### src/source/lsuCfgPkg.sv
`default_nettype none

// Sizes of the hart datapath and of the data scratchpad
package lsuCfgPkg;

  ////////////////////////////////////////////////////////////////////////////
  // Hart
  ////////////////////////////////////////////////////////////////////////////

  localparam int XLEN           = 32;        // Integer register width
  localparam int BYTES_PER_WORD = XLEN / 8;  // Byte lanes in one data word

  ////////////////////////////////////////////////////////////////////////////
  // DTIM
  ////////////////////////////////////////////////////////////////////////////

  localparam int ADR_BITS      = 10;                  // Byte address, 1 KiB
  localparam int DTIM_WORDS    = 256;                 // Depth in words
  localparam int WORD_ADR_BITS = $clog2(DTIM_WORDS);  // Byte offset dropped

endpackage

`default_nettype wire
### src/source/lsuOpPkg.sv
`default_nettype none

// Encodings seen by the LSU and the views of one memory word
package lsuOpPkg;

  ////////////////////////////////////////////////////////////////////////////
  // funct3 size codes of loads and stores
  ////////////////////////////////////////////////////////////////////////////

  localparam logic [2:0] FUNCT3_B  = 3'b000;  // lb / sb
  localparam logic [2:0] FUNCT3_H  = 3'b001;  // lh / sh
  localparam logic [2:0] FUNCT3_W  = 3'b010;  // lw / sw, also all atomics
  localparam logic [2:0] FUNCT3_BU = 3'b100;  // lbu
  localparam logic [2:0] FUNCT3_HU = 3'b101;  // lhu

  ////////////////////////////////////////////////////////////////////////////
  // funct5 codes of the A extension, taken from funct7[6:2]
  ////////////////////////////////////////////////////////////////////////////

  localparam logic [4:0] AMO_ADD  = 5'b00000;
  localparam logic [4:0] AMO_SWAP = 5'b00001;
  localparam logic [4:0] AMO_LR   = 5'b00010;
  localparam logic [4:0] AMO_SC   = 5'b00011;
  localparam logic [4:0] AMO_XOR  = 5'b00100;
  localparam logic [4:0] AMO_OR   = 5'b01000;
  localparam logic [4:0] AMO_AND  = 5'b01100;
  localparam logic [4:0] AMO_MIN  = 5'b10000;  // Signed compare
  localparam logic [4:0] AMO_MAX  = 5'b10100;
  localparam logic [4:0] AMO_MINU = 5'b11000;  // Unsigned compare
  localparam logic [4:0] AMO_MAXU = 5'b11100;

  // Decoded kind of a request
  typedef enum logic [2:0] {
    opNone  = 3'd0,  // Idle or unsupported encoding
    opLoad  = 3'd1,
    opStore = 3'd2,
    opLr    = 3'd3,  // Load reserved
    opSc    = 3'd4,  // Store conditional
    opAmo   = 3'd5   // Read-modify-write
  } memOpKind;

  // One DTIM word, as a whole, by halfword or by byte lane
  typedef union packed {
    logic [lsuCfgPkg::XLEN-1:0] word;
    logic [1:0][15:0]           halves;
    logic [3:0][7:0]            bytes;
  } memWord;

endpackage

`default_nettype wire

### src/source/lsuDecode.sv
`default_nettype none

module lsuDecode (
  input  logic               reqValid,
  input  logic               stall,
  input  logic [1:0]         memRw,       // 10 read, 01 write, 11 AMO
  input  logic [2:0]         funct3,
  input  logic [6:0]         funct7,
  input  logic [1:0]         atomic,      // Nonzero for LR, SC and AMOs
  input  logic [1:0]         adrLow,
  output logic               accept,
  output lsuOpPkg::memOpKind opKind,
  output logic [1:0]         size,        // log2 of the access bytes
  output logic               isUnsigned,
  output logic [4:0]         amoFunct,
  output logic               misaligned
);
  import lsuOpPkg::*;

  logic isAtomic;

  assign accept   = reqValid & ~stall;   // Taken at this rising edge
  assign amoFunct = funct7[6:2];
  assign isAtomic = |atomic;

  // Operation kind
  always_comb begin
    if (isAtomic && (memRw != 2'b00)) begin
      case (amoFunct)
        AMO_LR:  opKind = opLr;
        AMO_SC:  opKind = opSc;
        default: opKind = opAmo;         // All other funct5 are arithmetic
      endcase
    end else begin
      case (memRw)
        2'b10:   opKind = opLoad;
        2'b01:   opKind = opStore;
        default: opKind = opNone;        // 11 needs the atomic field
      endcase
    end
  end

  // Access size and extension
  always_comb begin
    size       = 2'b10;
    isUnsigned = 1'b0;
    case (funct3)
      FUNCT3_B:  size = 2'b00;
      FUNCT3_H:  size = 2'b01;
      FUNCT3_W:  size = 2'b10;
      FUNCT3_BU: begin
        size       = 2'b00;
        isUnsigned = 1'b1;
      end
      FUNCT3_HU: begin
        size       = 2'b01;
        isUnsigned = 1'b1;
      end
      default:   size = 2'b10;           // No doubleword on RV32
    endcase
    if (isAtomic) begin
      size       = 2'b10;                // A extension is word only here
      isUnsigned = 1'b0;
    end
  end

  // Offset must be a multiple of the size
  always_comb begin
    case (size)
      2'b00:   misaligned = 1'b0;
      2'b01:   misaligned = adrLow[0];
      default: misaligned = |adrLow;
    endcase
    if (opKind == opNone) begin
      misaligned = 1'b0;
    end
  end

endmodule

`default_nettype wire

### config.mk
export PLATFORM = sky130hd
export DESIGN_NAME = lsuDecode
export DESIGN_NICKNAME = d
export VERILOG_FILES = /design/src/source/lsuCfgPkg.sv /design/src/source/lsuOpPkg.sv /design/src/source/lsuDecode.sv
export SDC_FILE = /design/constraint.sdc
export NUM_CORES = 1
export LEC_CHECK = 0
export ABC_AREA = 1
export BUFFER_PORTS_ARGS = -buffer_cell sky130_fd_sc_hd__buf_2
export CAP_MARGIN = 40
export CORE_AREA = 2 2 39 41
export DETAILED_ROUTE_END_ITERATION = 12
export DIE_AREA = 0 0 41 43
export PLACE_DENSITY = 0.47
export SLEW_MARGIN = 20
export SYNTH_ARGS = -nofsm -noshare
export SYNTH_HDL_FRONTEND = slang
export SYNTH_SLANG_ARGS = --single-unit
### constraint.sdc
create_clock -name vclk -period 0.8
set_input_delay 0.16 -clock vclk [all_inputs]
set_output_delay 0.16 -clock vclk [all_outputs]
set_load 0.005 [all_outputs]
==> impl_metrics.ini <==
[outcome]
status = finished with violations
violations = negative setup slack

[synth]
synthesis.area_um2 = 223
ys_warn_count = 0
synth.area.top_cells = nand2_1 22%, inv_1 20%, buf_4 17%, nor2_1 12%, nand2_4 5.1%
ys_seq_area_share_pct = 0
synthesis.nets = 63
syn_area_per_cell_um2 = 4.95
synthCells = 45
synthDistinctLibCells = 11
synth_top_area_cell = nand2_1
netlist.area_leader.share_pct = 21.9

[placed_design]
post-place-ws_ps = -210
dp.cells = 87
dpl_cell_area_um2 = 365
port_buffers = 29
detailed_place_hpwl_um = 470
gp_congestion = 0.631

[timing]
hold_viol = 0
finalCriticalPeriod_ps = 971
setup_violations = 7
finalWorstSetupSlack_ps = -171
tightestPinTransition_ps = 190
relSlewSlack_pct = 87.3
grt_setup_unrepaired = yes
setup_tns_ps = -847
fin_crit_sh_pct = 121
max_freq_mhz = 1030
slew_violations = 0

[global_routing]
grt_pass1_vias = 253
grt_use_total_pct = 6.09
grt_overflow = 0
grt.busiest_layer = met2
antenna_found_initial = 0
met2_usage_pct = 11.3
grt_max_degree = 7
use_met1_pct = 7.28
grt_pass1_wl_um = 828
use_met3_pct = 1.05

[cells_and_area]
area_growth_pct = 81.5
final_cells = 88
final_util_pct = 29.2
final_common_cell = buf_2
final_layout_size_suffix_gt1_share_pct = 59.7
fin_nets = 92
antennaDiodeCount = 0
register_area_um2 = 0
num-fill-cells = 164
seq_cells = 0
final_cell_mix = 26 x buf_2, 11 x nand2_1, 9 x inv_1
final_area_um2 = 404
clockBufferCount = 0

[detailed_routing]
firstDrtPassIters = 4
drc = 0
vias_per_cell = 3.68
drt-initial-drc-count = 6
ant_nets = 0
wire_per_inst_um = 6.08
wirelength_um = 535
vias = 324

[worst_setup_path]
cp_data_required_time_ps = 640
path_max_fanout = 6
critPathLaunchType = input port
cp.arrival_ps = 810
criticalPathCategory = in2out
end_kind = output port

[pwr]
vdd_drop_max_mv = 0.155
p_leak_uw = 0.000272
power_density_nw_per_um2 = 438

[die]
pin_count = 31
dieArea_um2 = 1760
die_y_um = 43
fp.dieW_um = 41
core_area_um2 = 1380
rows = 14
initial_core_util_pct = 16.1

[run]
maxCapViolations = 0

[cts]
postCtsHoldBufs = 0

[worst_hold_path]
hp-class = in2out
path summary, 6_finish.rpt:
kind | startpoint | endpoint | slack [ps] | depth (start not counted)
hold / removal | funct7[5] | amoFunct[3] | 490 | 2
setup / recovery | atomic[1] | misaligned | -170 | 8
routing by layer:
layer / vias up / routed length, um
li1: 176 / -
met5: - / 0
met2: 24 / 227
met1: 124 / 215
met3: 0 / 92
met4: 0 / 0
cells by family (layout without fill, tap and decap cells):
family	Yosys count	count (layout)	synth area share, %
buffers and inverters	17	44	37.1
and+or+nand+nor	28	28	62.9
layout make-up:
class | count | area [um2] | share of cell area, %
repair buffers | 32 | 186 | 46.1
multi-input cells | 28 | 153 | 37.8
inverters | 12 | 45.0 | 11.1
well taps | 16 | 20.0 | 4.95
power breakdown:
part / internal, uW / switching [uW] / total, uW
logic: 97.0 / 80.1 / 177
clock network: 0 / 0 / 0
registers: 0 / 0 / 0
total: 97.0 / 80.1 / 177
through the flow:
stage / total power (uW) / hold WS (ps)
floorplan: 84.3 / 351
global placement: 159 / 500
detailed placement: 159 / 500
CTS: 170 / 500
global route: 203 / 505
finish: 177 / 486
cells in the mapped netlist:
master / number
nor2_1: 7
buf_4: 5
or2_4: 1
inv_1: 12
nand3_1: 2
nand3_2: 1
nand3b_1: 1
nand2_4: 1
nand2_2: 1
nor2_4: 1
nand2_1: 13
timing repair:
action | 4_1_cts | 5_1_grt
buffers inserted | 1 | 0
pin swaps | 9 | 8
endpoints found under the setup margin | 7 | 7
gates resized for setup | 3 | 7
worst max-delay path, stage by stage:
cell	delay [ps]
buf_6	90
nor2_4	180
nand2_4	80
nand2_2	50
nand2_1	40
nand2_1	60
inv_1	30
buf_2	110
Power figures use the tool's default switching activity.
