**src/source/lsuCfgPkg.sv**
```systemverilog
`default_nettype none

// Sizes of the hart datapath and of the data scratchpad
package lsuCfgPkg;

  ////////////////////////////////////////////////////////////////////////////
  // Hart
  ////////////////////////////////////////////////////////////////////////////

  localparam int XLEN           = 32;        // Integer register width
  localparam int BYTES_PER_WORD = XLEN / 8;  // Byte lanes in one data word

  ////////////////////////////////////////////////////////////////////////////
  // DTIM
  ////////////////////////////////////////////////////////////////////////////

  localparam int ADR_BITS      = 10;                  // Byte address, 1 KiB
  localparam int DTIM_WORDS    = 256;                 // Depth in words
  localparam int WORD_ADR_BITS = $clog2(DTIM_WORDS);  // Byte offset dropped

endpackage

`default_nettype wire
```
**src/source/lsuOpPkg.sv**
```systemverilog
`default_nettype none

// Encodings seen by the LSU and the views of one memory word
package lsuOpPkg;

  ////////////////////////////////////////////////////////////////////////////
  // funct3 size codes of loads and stores
  ////////////////////////////////////////////////////////////////////////////

  localparam logic [2:0] FUNCT3_B  = 3'b000;  // lb / sb
  localparam logic [2:0] FUNCT3_H  = 3'b001;  // lh / sh
  localparam logic [2:0] FUNCT3_W  = 3'b010;  // lw / sw, also all atomics
  localparam logic [2:0] FUNCT3_BU = 3'b100;  // lbu
  localparam logic [2:0] FUNCT3_HU = 3'b101;  // lhu

  ////////////////////////////////////////////////////////////////////////////
  // funct5 codes of the A extension, taken from funct7[6:2]
  ////////////////////////////////////////////////////////////////////////////

  localparam logic [4:0] AMO_ADD  = 5'b00000;
  localparam logic [4:0] AMO_SWAP = 5'b00001;
  localparam logic [4:0] AMO_LR   = 5'b00010;
  localparam logic [4:0] AMO_SC   = 5'b00011;
  localparam logic [4:0] AMO_XOR  = 5'b00100;
  localparam logic [4:0] AMO_OR   = 5'b01000;
  localparam logic [4:0] AMO_AND  = 5'b01100;
  localparam logic [4:0] AMO_MIN  = 5'b10000;  // Signed compare
  localparam logic [4:0] AMO_MAX  = 5'b10100;
  localparam logic [4:0] AMO_MINU = 5'b11000;  // Unsigned compare
  localparam logic [4:0] AMO_MAXU = 5'b11100;

  // Decoded kind of a request
  typedef enum logic [2:0] {
    opNone  = 3'd0,  // Idle or unsupported encoding
    opLoad  = 3'd1,
    opStore = 3'd2,
    opLr    = 3'd3,  // Load reserved
    opSc    = 3'd4,  // Store conditional
    opAmo   = 3'd5   // Read-modify-write
  } memOpKind;

  // One DTIM word, as a whole, by halfword or by byte lane
  typedef union packed {
    logic [lsuCfgPkg::XLEN-1:0] word;
    logic [1:0][15:0]           halves;
    logic [3:0][7:0]            bytes;
  } memWord;

endpackage

`default_nettype wire

```
**src/source/lsuResult.sv**
```systemverilog
`default_nettype none

module lsuResult (
  input  logic                       clk,
  input  logic                       reset,
  input  logic                       accept,
  input  lsuOpPkg::memOpKind         opKind,
  input  logic [1:0]                 size,
  input  logic                       isUnsigned,
  input  logic                       misaligned,
  input  logic [1:0]                 adrLow,
  input  logic                       bigEndian,
  input  logic [lsuCfgPkg::XLEN-1:0] dtimReadWord,
  input  logic                       scFail,
  output logic [lsuCfgPkg::XLEN-1:0] loadValue,     // Sign-extended, current request
  output logic [lsuCfgPkg::XLEN-1:0] readData,
  output logic                       readValid,
  output logic                       loadMisalignedFault,
  output logic                       storeMisalignedFault,
  output logic                       squashSc
);
  import lsuCfgPkg::*;
  import lsuOpPkg::*;

  memWord          raw;
  memWord          little;     // Word in hart byte order
  logic [1:0]      laneAdr;    // Offset corrected for big endian
  logic [7:0]      laneByte;
  logic [15:0]     laneHalf;
  logic [XLEN-1:0] zeroValue;
  logic            isLoad;     // Load or LR
  logic            isStore;    // Store, SC or AMO

  assign raw.word     = dtimReadWord;
  assign little.bytes = bigEndian ? {raw.bytes[0], raw.bytes[1], raw.bytes[2], raw.bytes[3]}
                                  : raw.bytes;

  // Swapping the word moves each lane to the mirrored position
  assign laneAdr  = adrLow ^ {2{bigEndian}};
  assign laneByte = little.bytes[laneAdr];
  assign laneHalf = little.halves[laneAdr[1]];

  always_comb begin
    case (size)
      2'b00: begin
        loadValue = {{(XLEN-8){laneByte[7]}}, laneByte};
        zeroValue = {{(XLEN-8){1'b0}}, laneByte};
      end
      2'b01: begin
        loadValue = {{(XLEN-16){laneHalf[15]}}, laneHalf};
        zeroValue = {{(XLEN-16){1'b0}}, laneHalf};
      end
      default: begin
        loadValue = little.word;
        zeroValue = little.word;
      end
    endcase
  end

  ////////////////////////////////////////////////////////////////////////////
  // Result register, M to W
  ////////////////////////////////////////////////////////////////////////////

  assign isLoad  = (opKind == opLoad) | (opKind == opLr);
  assign isStore = (opKind == opStore) | (opKind == opSc) | (opKind == opAmo);

  always_ff @(posedge clk) begin
    if (reset) begin
      readValid            <= 1'b0;
      loadMisalignedFault  <= 1'b0;
      storeMisalignedFault <= 1'b0;
      squashSc             <= 1'b0;
    end else if (accept) begin                 // Held through stall
      readValid            <= (isLoad | (opKind == opSc) | (opKind == opAmo)) & ~misaligned;
      loadMisalignedFault  <= isLoad & misaligned;
      storeMisalignedFault <= isStore & misaligned;
      squashSc             <= (opKind == opSc) & scFail & ~misaligned;
    end
  end

  always_ff @(posedge clk) begin
    if (accept) begin
      if (opKind == opSc) begin
        readData <= {{(XLEN-1){1'b0}}, scFail};  // 0 on success
      end else begin
        readData <= isUnsigned ? zeroValue : loadValue;
      end
    end
  end

endmodule

`default_nettype wire

```
**config.mk**
```make
export PLATFORM = sky130hd
export DESIGN_NAME = lsuResult
export DESIGN_NICKNAME = d
export VERILOG_FILES = /design/src/source/lsuCfgPkg.sv /design/src/source/lsuOpPkg.sv /design/src/source/lsuResult.sv
export SDC_FILE = /design/constraint.sdc
export NUM_CORES = 1
export LEC_CHECK = 0
export ABC_AREA = 1
export BUFFER_PORTS_ARGS = -buffer_cell sky130_fd_sc_hd__buf_4
export CORE_MARGIN = 2
export CORE_UTILIZATION = 40
export CTS_CLUSTER_DIAMETER = 150
export CTS_CLUSTER_SIZE = 24
export DETAILED_ROUTE_END_ITERATION = 6
export GPL_ROUTABILITY_DRIVEN = 0
export HOLD_SLACK_MARGIN = 0.03
export PLACE_DENSITY = 0.81
export SYNTH_ARGS = -nofsm -noshare
export SYNTH_HDL_FRONTEND = slang
export SYNTH_SLANG_ARGS = --single-unit
```
**constraint.sdc**
```tcl
create_clock -name clk -period 2.45 [get_ports clk]
set_clock_uncertainty 0.05 [all_clocks]
set_input_delay 0.245 -clock clk [delete_from_list [all_inputs] [get_ports clk]]
set_output_delay 0.245 -clock clk [all_outputs]
set_load 0.01 [all_outputs]
```
==> out/results.tsv, run 1 <==
stage	metric	value	unit
worst_setup_path	crit_slowest_cell	buf_4	
synth	synth_area_per_cell	7.33	µm²
clock_network	clk_pin_slew_worst_paths	0.06	ns
layout	area.growth.synth_to_final	33.4	%
synth	yosysTopAreaCellShare	35.8	%
timing	setup_violations	0	
global_routing	use_met1	25.4	%
worst_setup_path	crit_required	2.15	ns
run	maxCapViolCount	0	
worst_setup_path	crit_path_start_kind	input pin	
worst_setup_path	max_stage_delay	0.38	ns
layout	design_area	3580	µm²
die	start_util	41.8	%
synth	yosysSeqAreaShare	38.8	%
worst_setup_path	r2r_slack	1.80	ns
worst_setup_path	crit_family	buffers and inverters	
min_path	hold_path.class	input pin to register	
worst_setup_path	path_cells	buf_4 > inv_8 > nand2_2 > nand2_2 > buf_4 > nand2_1 > o21ai_0 > or2_1 > nand2_1 > inv_1 > buf_4	
die	io_pins	114	
outcome	status	finished, final reports clean	
layout	layout-drive-gt1-share	35.2	%
routing	wl	7.77	mm
synth	synth_top_area_cell	edfxtp_1	
clock_network	htreeDepth	2	
min_path	min_path_cells	2	
worst_setup_path	cp_max_fo	45	
placement	place_area	3500	µm²
worst_setup_path	critPathKind	input pin to output port	
min_path	hold_path.startpoint	reset	
clock_network	cts_resized	0	
clock_network	cts_tree	built	
worst_setup_path	cp-end-kind	output port	
routing	ant_nets	0	
synth	synth_warnings	0	
synth	synth_common_cells	nand2_1, inv_1, edfxtp_1	
placement	port-buffer-count	113	
global_routing	overflow	0	
clock_network	postCtsHoldBufs	0	
global_routing	antenna_found_initial	0	
min_path	holdPathEnd	squashSc	
synth	synthMostInstantiatedCell	nand2_1	
layout	fin_nets	517	
layout	register_area	1040	µm²
die	row_count	29	
global_routing	grt_first_pass_wirelength	12.0	mm
synth	synth.distinct_cells	34	
timing	period_minus_slack	2.12	ns
synth	synth-seq-cells	36	
timing	max_slew_margin	67.5	%
synth	synth_ff_type	edfxtp_1	
synth	synth_area_leaders	edfxtp_1, nand2_1, inv_1	
pwr	powerDensity	523	nW/µm²
routing	routed_via_density	5.14	
timing	drv_slew	0	
timing	clock.fmax	471	MHz
die	die_h	85.9	µm
synth	synth_edf_count	32	
pwr	peakVddDrop	0.210	mV
timing	hold_violations	0	
global_routing	grt_max_degree	46	
clock_network	cts_num_sinks	36	
global_routing	grt_pass1_vias	2564	
timing	worst_slack	0.328	ns
die	die_w	85.9	µm
die	die_area	7380	µm²
global_routing	met2_usage	35.5	%
routing	first_pass_iters	4	
clock_network	cts.path.max_buffers	2	
routing	vias	2824	
synth	netlist_instances	366	
placement	dp_hpwl	6.10	mm
worst_setup_path	worstReg2RegStart	storeMisalignedFault	
synth	syn-cell-area	2680	µm²
worst_setup_path	r2r_cells	2	
timing	worstMarginPinSlew	0.487	ns
synth	syn-num-nets	412	
worst_setup_path	path_common_cell	buf_4	
clock_network	cts_buffers	5	
global_routing	grtUsageMet3	3.27	%
die	core_area	6420	µm²
worst_setup_path	arrival	1.83	ns
clock_network	postCtsSetupBuffers	0	
routing	drtIter0Drc	228	
layout	fill_cells	643	
layout	multi_input_area	1340	µm²
timing	tns	0	ns
clock_network	root_buffer	clkbuf_8	
synth	synth-async-reset-ratio	0	%
timing	rsz0062_at_grt	no	
routing	remaining_drc_errors	0	
clock_network	clk-insertion-delay-late	0.28	ns
routing	wire_per_inst	14.2	µm
worst_setup_path	reg2reg_to	storeMisalignedFault	
pwr	p_leak	1.78	nW
timing	finalCritPeriodShare	86.6	%
layout	diodes	0	
worst_setup_path	path_buf_inv	5	
global_routing	grt.total_usage	20.6	%
global_routing	top_usage_layer	met2	
placement	pre_cts_slack	0.354	ns
state kept, by name (all words and copies together) (netlist names):
name / flops
storeMisalignedFault: 1
readData: 32
squashSc: 1
readValid: 1
loadMisalignedFault: 1
how the worst max path moves through the flow:
| stage | from | end | slack [ns] | cells after the start |
|---|---|---|---|---|
| final | bigEndian | loadValue[4] | 0.33 | 11 |
| after global routing | bigEndian | loadValue[4] | 0.15 | 11 |
| after CTS | bigEndian | loadValue[1] | 0.36 | 11 |
| after detailed placement | bigEndian | loadValue[1] | 0.35 | 11 |
| after global placement | bigEndian | loadValue[1] | 0.42 | 11 |
| after floorplan | bigEndian | loadValue[0] | 0.94 | 8 |
worst register-to-register path, cell delays in order (launching register included):
cell	delay, ns
dfxtp_1	0.34
nand2_1	0.05
a21oi_1	0.14
power by group:
group          leakage (nW)  total [mW]  internal [mW]  switching, mW
Combinational          1.40       0.706          0.313          0.393
Clock                0.0399       0.400          0.198          0.203
Sequential            0.343       0.767          0.749         0.0187
Total                  1.78        1.87           1.26          0.614
cells by family after synthesis:
group | count (synthesis) | synth area share, %
flops | 36 | 38.8
compound gates | 78 | 17.8
buf+inv | 57 | 11.4
simple gates | 195 | 32.0
layout by cell type (no fill, tap or decap), types with 2 or more instances in the layout:
cell        n
nor3_1      2
clkbuf_1    2
nand2_1   133
buf_4     115
a21oi_1    23
clkinv_1    2
o21ai_0    20
nor2_2      2
dfxtp_1     4
or2_1       3
nand2_2    14
inv_1      35
clkbuf_8    5
o21ai_2     5
nand3_2     4
o22ai_1     3
edfxtp_1   32
inv_2       3
nor2_1     19
nand2_4     2
o21ai_1    12
nand3_1    12
a21oi_2    10
per-layer routing:
| metal | routed length (µm) | share of wire, % |
|---|---|---|
| met1 | 3150 | 40 |
| met2 | 3880 | 50 |
| met3 | 535 | 6.9 |
| met4 | 214 | 2.8 |
| met5 | 0 | 0 |
metrics by stage:
step / utilization, % / cells / power, mW / hold WS, ns
floorplan: - / 366 / 1.16 / 0.264
global placement: 54.5 / 541 / 1.47 / 0.383
finish: 55.8 / 549 / 1.87 / 0.0839
detailed placement: 54.5 / 541 / 1.49 / 0.386
CTS: 55.8 / 549 / 1.89 / 0.0790
global route: 55.8 / 549 / 1.98 / 0.0803
cell type report:
cell class / count / share of cell area, %
well taps: 77 / 2.69
multi-input cells: 273 / 37.5
inverters: 40 / 4.40
flip-flops and latches: 36 / 29.1
clock buffers: 7 / 2.13
clock inverters: 1 / 0.105
repair buffers: 115 / 24.1
Power figures use the tool's default switching activity.
==> run 2: changes to the inputs <==
Settings changed: GPL_TIMING_DRIVEN set to 0, RECOVER_POWER set to 100.
==> run 2 against run 1 <==
Net effect: the flow now finishes with violations (capacitance limit, slew limit); worst hold slack worse by 0.0087 ns; sequential cell count stayed put; register-to-register slack hardly changed; fmax is 5.8% higher; non-clock buffer count is 14 higher; sequential share of layout area is 1.3 points higher; core utilization is 2.5 points lower; routed wire length is 2.5% higher; clock power is 2% higher; critical path type unchanged.
==> out/results.tsv, run 2 (synthesis results as in run 1) <==
stage	metric	value	unit
outcome	status	complete, but fails checks	
outcome	violations	capacitance limit, slew limit	
worst_setup_path	cp-end-kind	output port	
min_path	min_path_cells	2	
worst_setup_path	crit_path_start_kind	input pin	
die	die_h	85.9	µm
routing	wl	7.97	mm
run	maxCapViolCount	1	
global_routing	grt.total_usage	21.6	%
clock_network	cts_num_sinks	36	
timing	finalCritPeriodShare	81.9	%
pwr	pwr-share-comb	35.1	%
worst_setup_path	arrival	1.71	ns
pwr	p_leak	1.62	nW
clock_network	clk_pin_slew_worst_paths	0.07	ns
die	row_count	29	
timing	max_slew_margin	-25.0	%
layout	mostFrequentLayoutCell	nand2_1	
clock_network	cts_tree	built	
die	core_area	6420	µm²
global_routing	grt_max_degree	37	
pwr	powerDensity	528	nW/µm²
die	io_pins	114	
die	start_util	41.8	%
placement	placedCellCount	555	
pwr	peakVddDrop	0.228	mV
timing	drv_slew	37	
clock_network	clk-insertion-delay-late	0.29	ns
clock_network	postCtsHoldBufs	0	
placement	dp_hpwl	6.38	mm
worst_setup_path	r2r_cells	2	
pwr	p_int	1.18	mW
pwr	p_seq_share	42.3	%
layout	final_cell_mix	nand2_1, clkbuf_1, buf_4, inv_1, edfxtp_1	
layout	largest_reg_flops	32	
worst_setup_path	crit_required	2.15	ns
routing	drtIter0Drc	243	
die	die_area	7380	µm²
routing	first_pass_iters	5	
clock_network	cts_resized	0	
pwr	power_frac_clock	22.5	%
clock_network	cts.path.max_buffers	2	
timing	clock.fmax	498	MHz
die	die_w	85.9	µm
timing	tns	0	ns
worst_setup_path	worstReg2RegStart	readValid	
worst_setup_path	critPathKind	input pin to output port	
timing	worstMarginPinSlew	1.88	ns
layout	diodes	0	
layout	layout-drive-gt1-share	21.2	%
clock_network	cts_buffers	5	
routing	wire_per_inst	14.2	µm
min_path	hold_path.class	input pin to register	
worst_setup_path	cp_max_fo	10	
worst_setup_path	cp-startpoint	bigEndian	
routing	routed_via_density	5.11	
global_routing	grt_first_pass_wirelength	12.6	mm
global_routing	antenna_found_initial	0	
routing	vias	2875	
layout	fin_nets	531	
global_routing	grt_pass1_vias	2680	
layout	top_register	readData	
layout	area.growth.synth_to_final	27.6	%
clock_network	htreeDepth	2	
min_path	holdPathEnd	storeMisalignedFault	
pwr	switching_share	34.5	%
global_routing	overflow	0	
pwr	p_switching	624	µW
min_path	hold_path.startpoint	reset	
placement	place_area	3620	µm²
worst_setup_path	r2r_slack	1.79	ns
routing	remaining_drc_errors	0	
timing	rsz0062_at_grt	no	
layout	design_area	3420	µm²
timing	period_minus_slack	2.01	ns
clock_network	root_buffer	clkbuf_8	
layout	fin_cells	563	
timing	setup_violations	0	
worst_setup_path	reg2reg_to	readValid	
clock_network	postCtsSetupBuffers	0	
placement	port-buffer-count	112	
timing	hold_violations	0	
routing	ant_nets	0	
run 2: cell count changes in the layout (fill, tap and decap cells not counted), moves of 5 or more:
cell | before | now
buf_4 | 115 | 54
clkbuf_1 | 2 | 63
buf_6 | 0 | 9
a21oi_1 | 23 | 28
a21oi_2 | 10 | 5
run 2: metal layers:
metal	global-route usage [%]	vias to the layer above	wire, µm
li1	-	1431	-
met1	28.4	1302	3370
met2	35.9	129	3810
met3	4.04	13	651
met4	7.36	0	144
met5	0	-	0
run 2: layout make-up:
class	instances	area (µm²)
Fill cell	676	3000
Tap cell	77	96.3
Sequential cell	36	1040
Clock inverter	3	13.8
Buffer	17	149
Inverter	40	158
Timing Repair Buffer	112	619
Multi-Input combinational cell	273	1280
Clock buffer	5	68.8
run 2: how the worst max path moves through the flow:
stage,end,slack (ns),depth (start not counted)
final,loadValue[30],0.44,11
after global routing,storeMisalignedFault,0.28,4
after CTS,loadValue[0],0.64,7
after detailed placement,readData[20],0.63,4
after global placement,readData[20],0.65,4
after floorplan,loadValue[0],0.94,8
run 2: metrics by stage:
| stage | hold WS, ns | total power, mW | util, % | worst slack (ns) |
|---|---|---|---|---|
| 4_1_cts | 0.0705 | 1.92 | 57.7 | 0.644 |
| 6_report | 0.0753 | 1.81 | 53.3 | 0.444 |
| 3_3_place_gp | 0.383 | 1.50 | 56.4 | 0.654 |
| 2_1_floorplan | 0.264 | 1.16 | - | 0.938 |
| 5_1_grt | 0.0725 | 1.91 | 53.3 | 0.281 |
| 3_5_place_dp | 0.381 | 1.51 | 56.4 | 0.629 |
run 2: critical path, cell delays in order:
cell	delay, ns
buf_6	0.12
inv_8	0.08
nand2_2	0.04
nand2_1	0.20
nand2_1	0.12
nand3_1	0.13
nand3_1	0.15
inv_1	0.24
buf_6	0.19
nand2_1	0.06
buf_4	0.14
run 2: power by group through the flow:
stage	combinational, mW	clock, mW	sequential, mW
5_1_grt	0.701	0.439	0.771
4_1_cts	0.735	0.415	0.767
3_3_place_gp	0.720	0	0.779
3_5_place_dp	0.734	0	0.780
6_report	0.635	0.408	0.766
2_1_floorplan	0.350	0	0.814
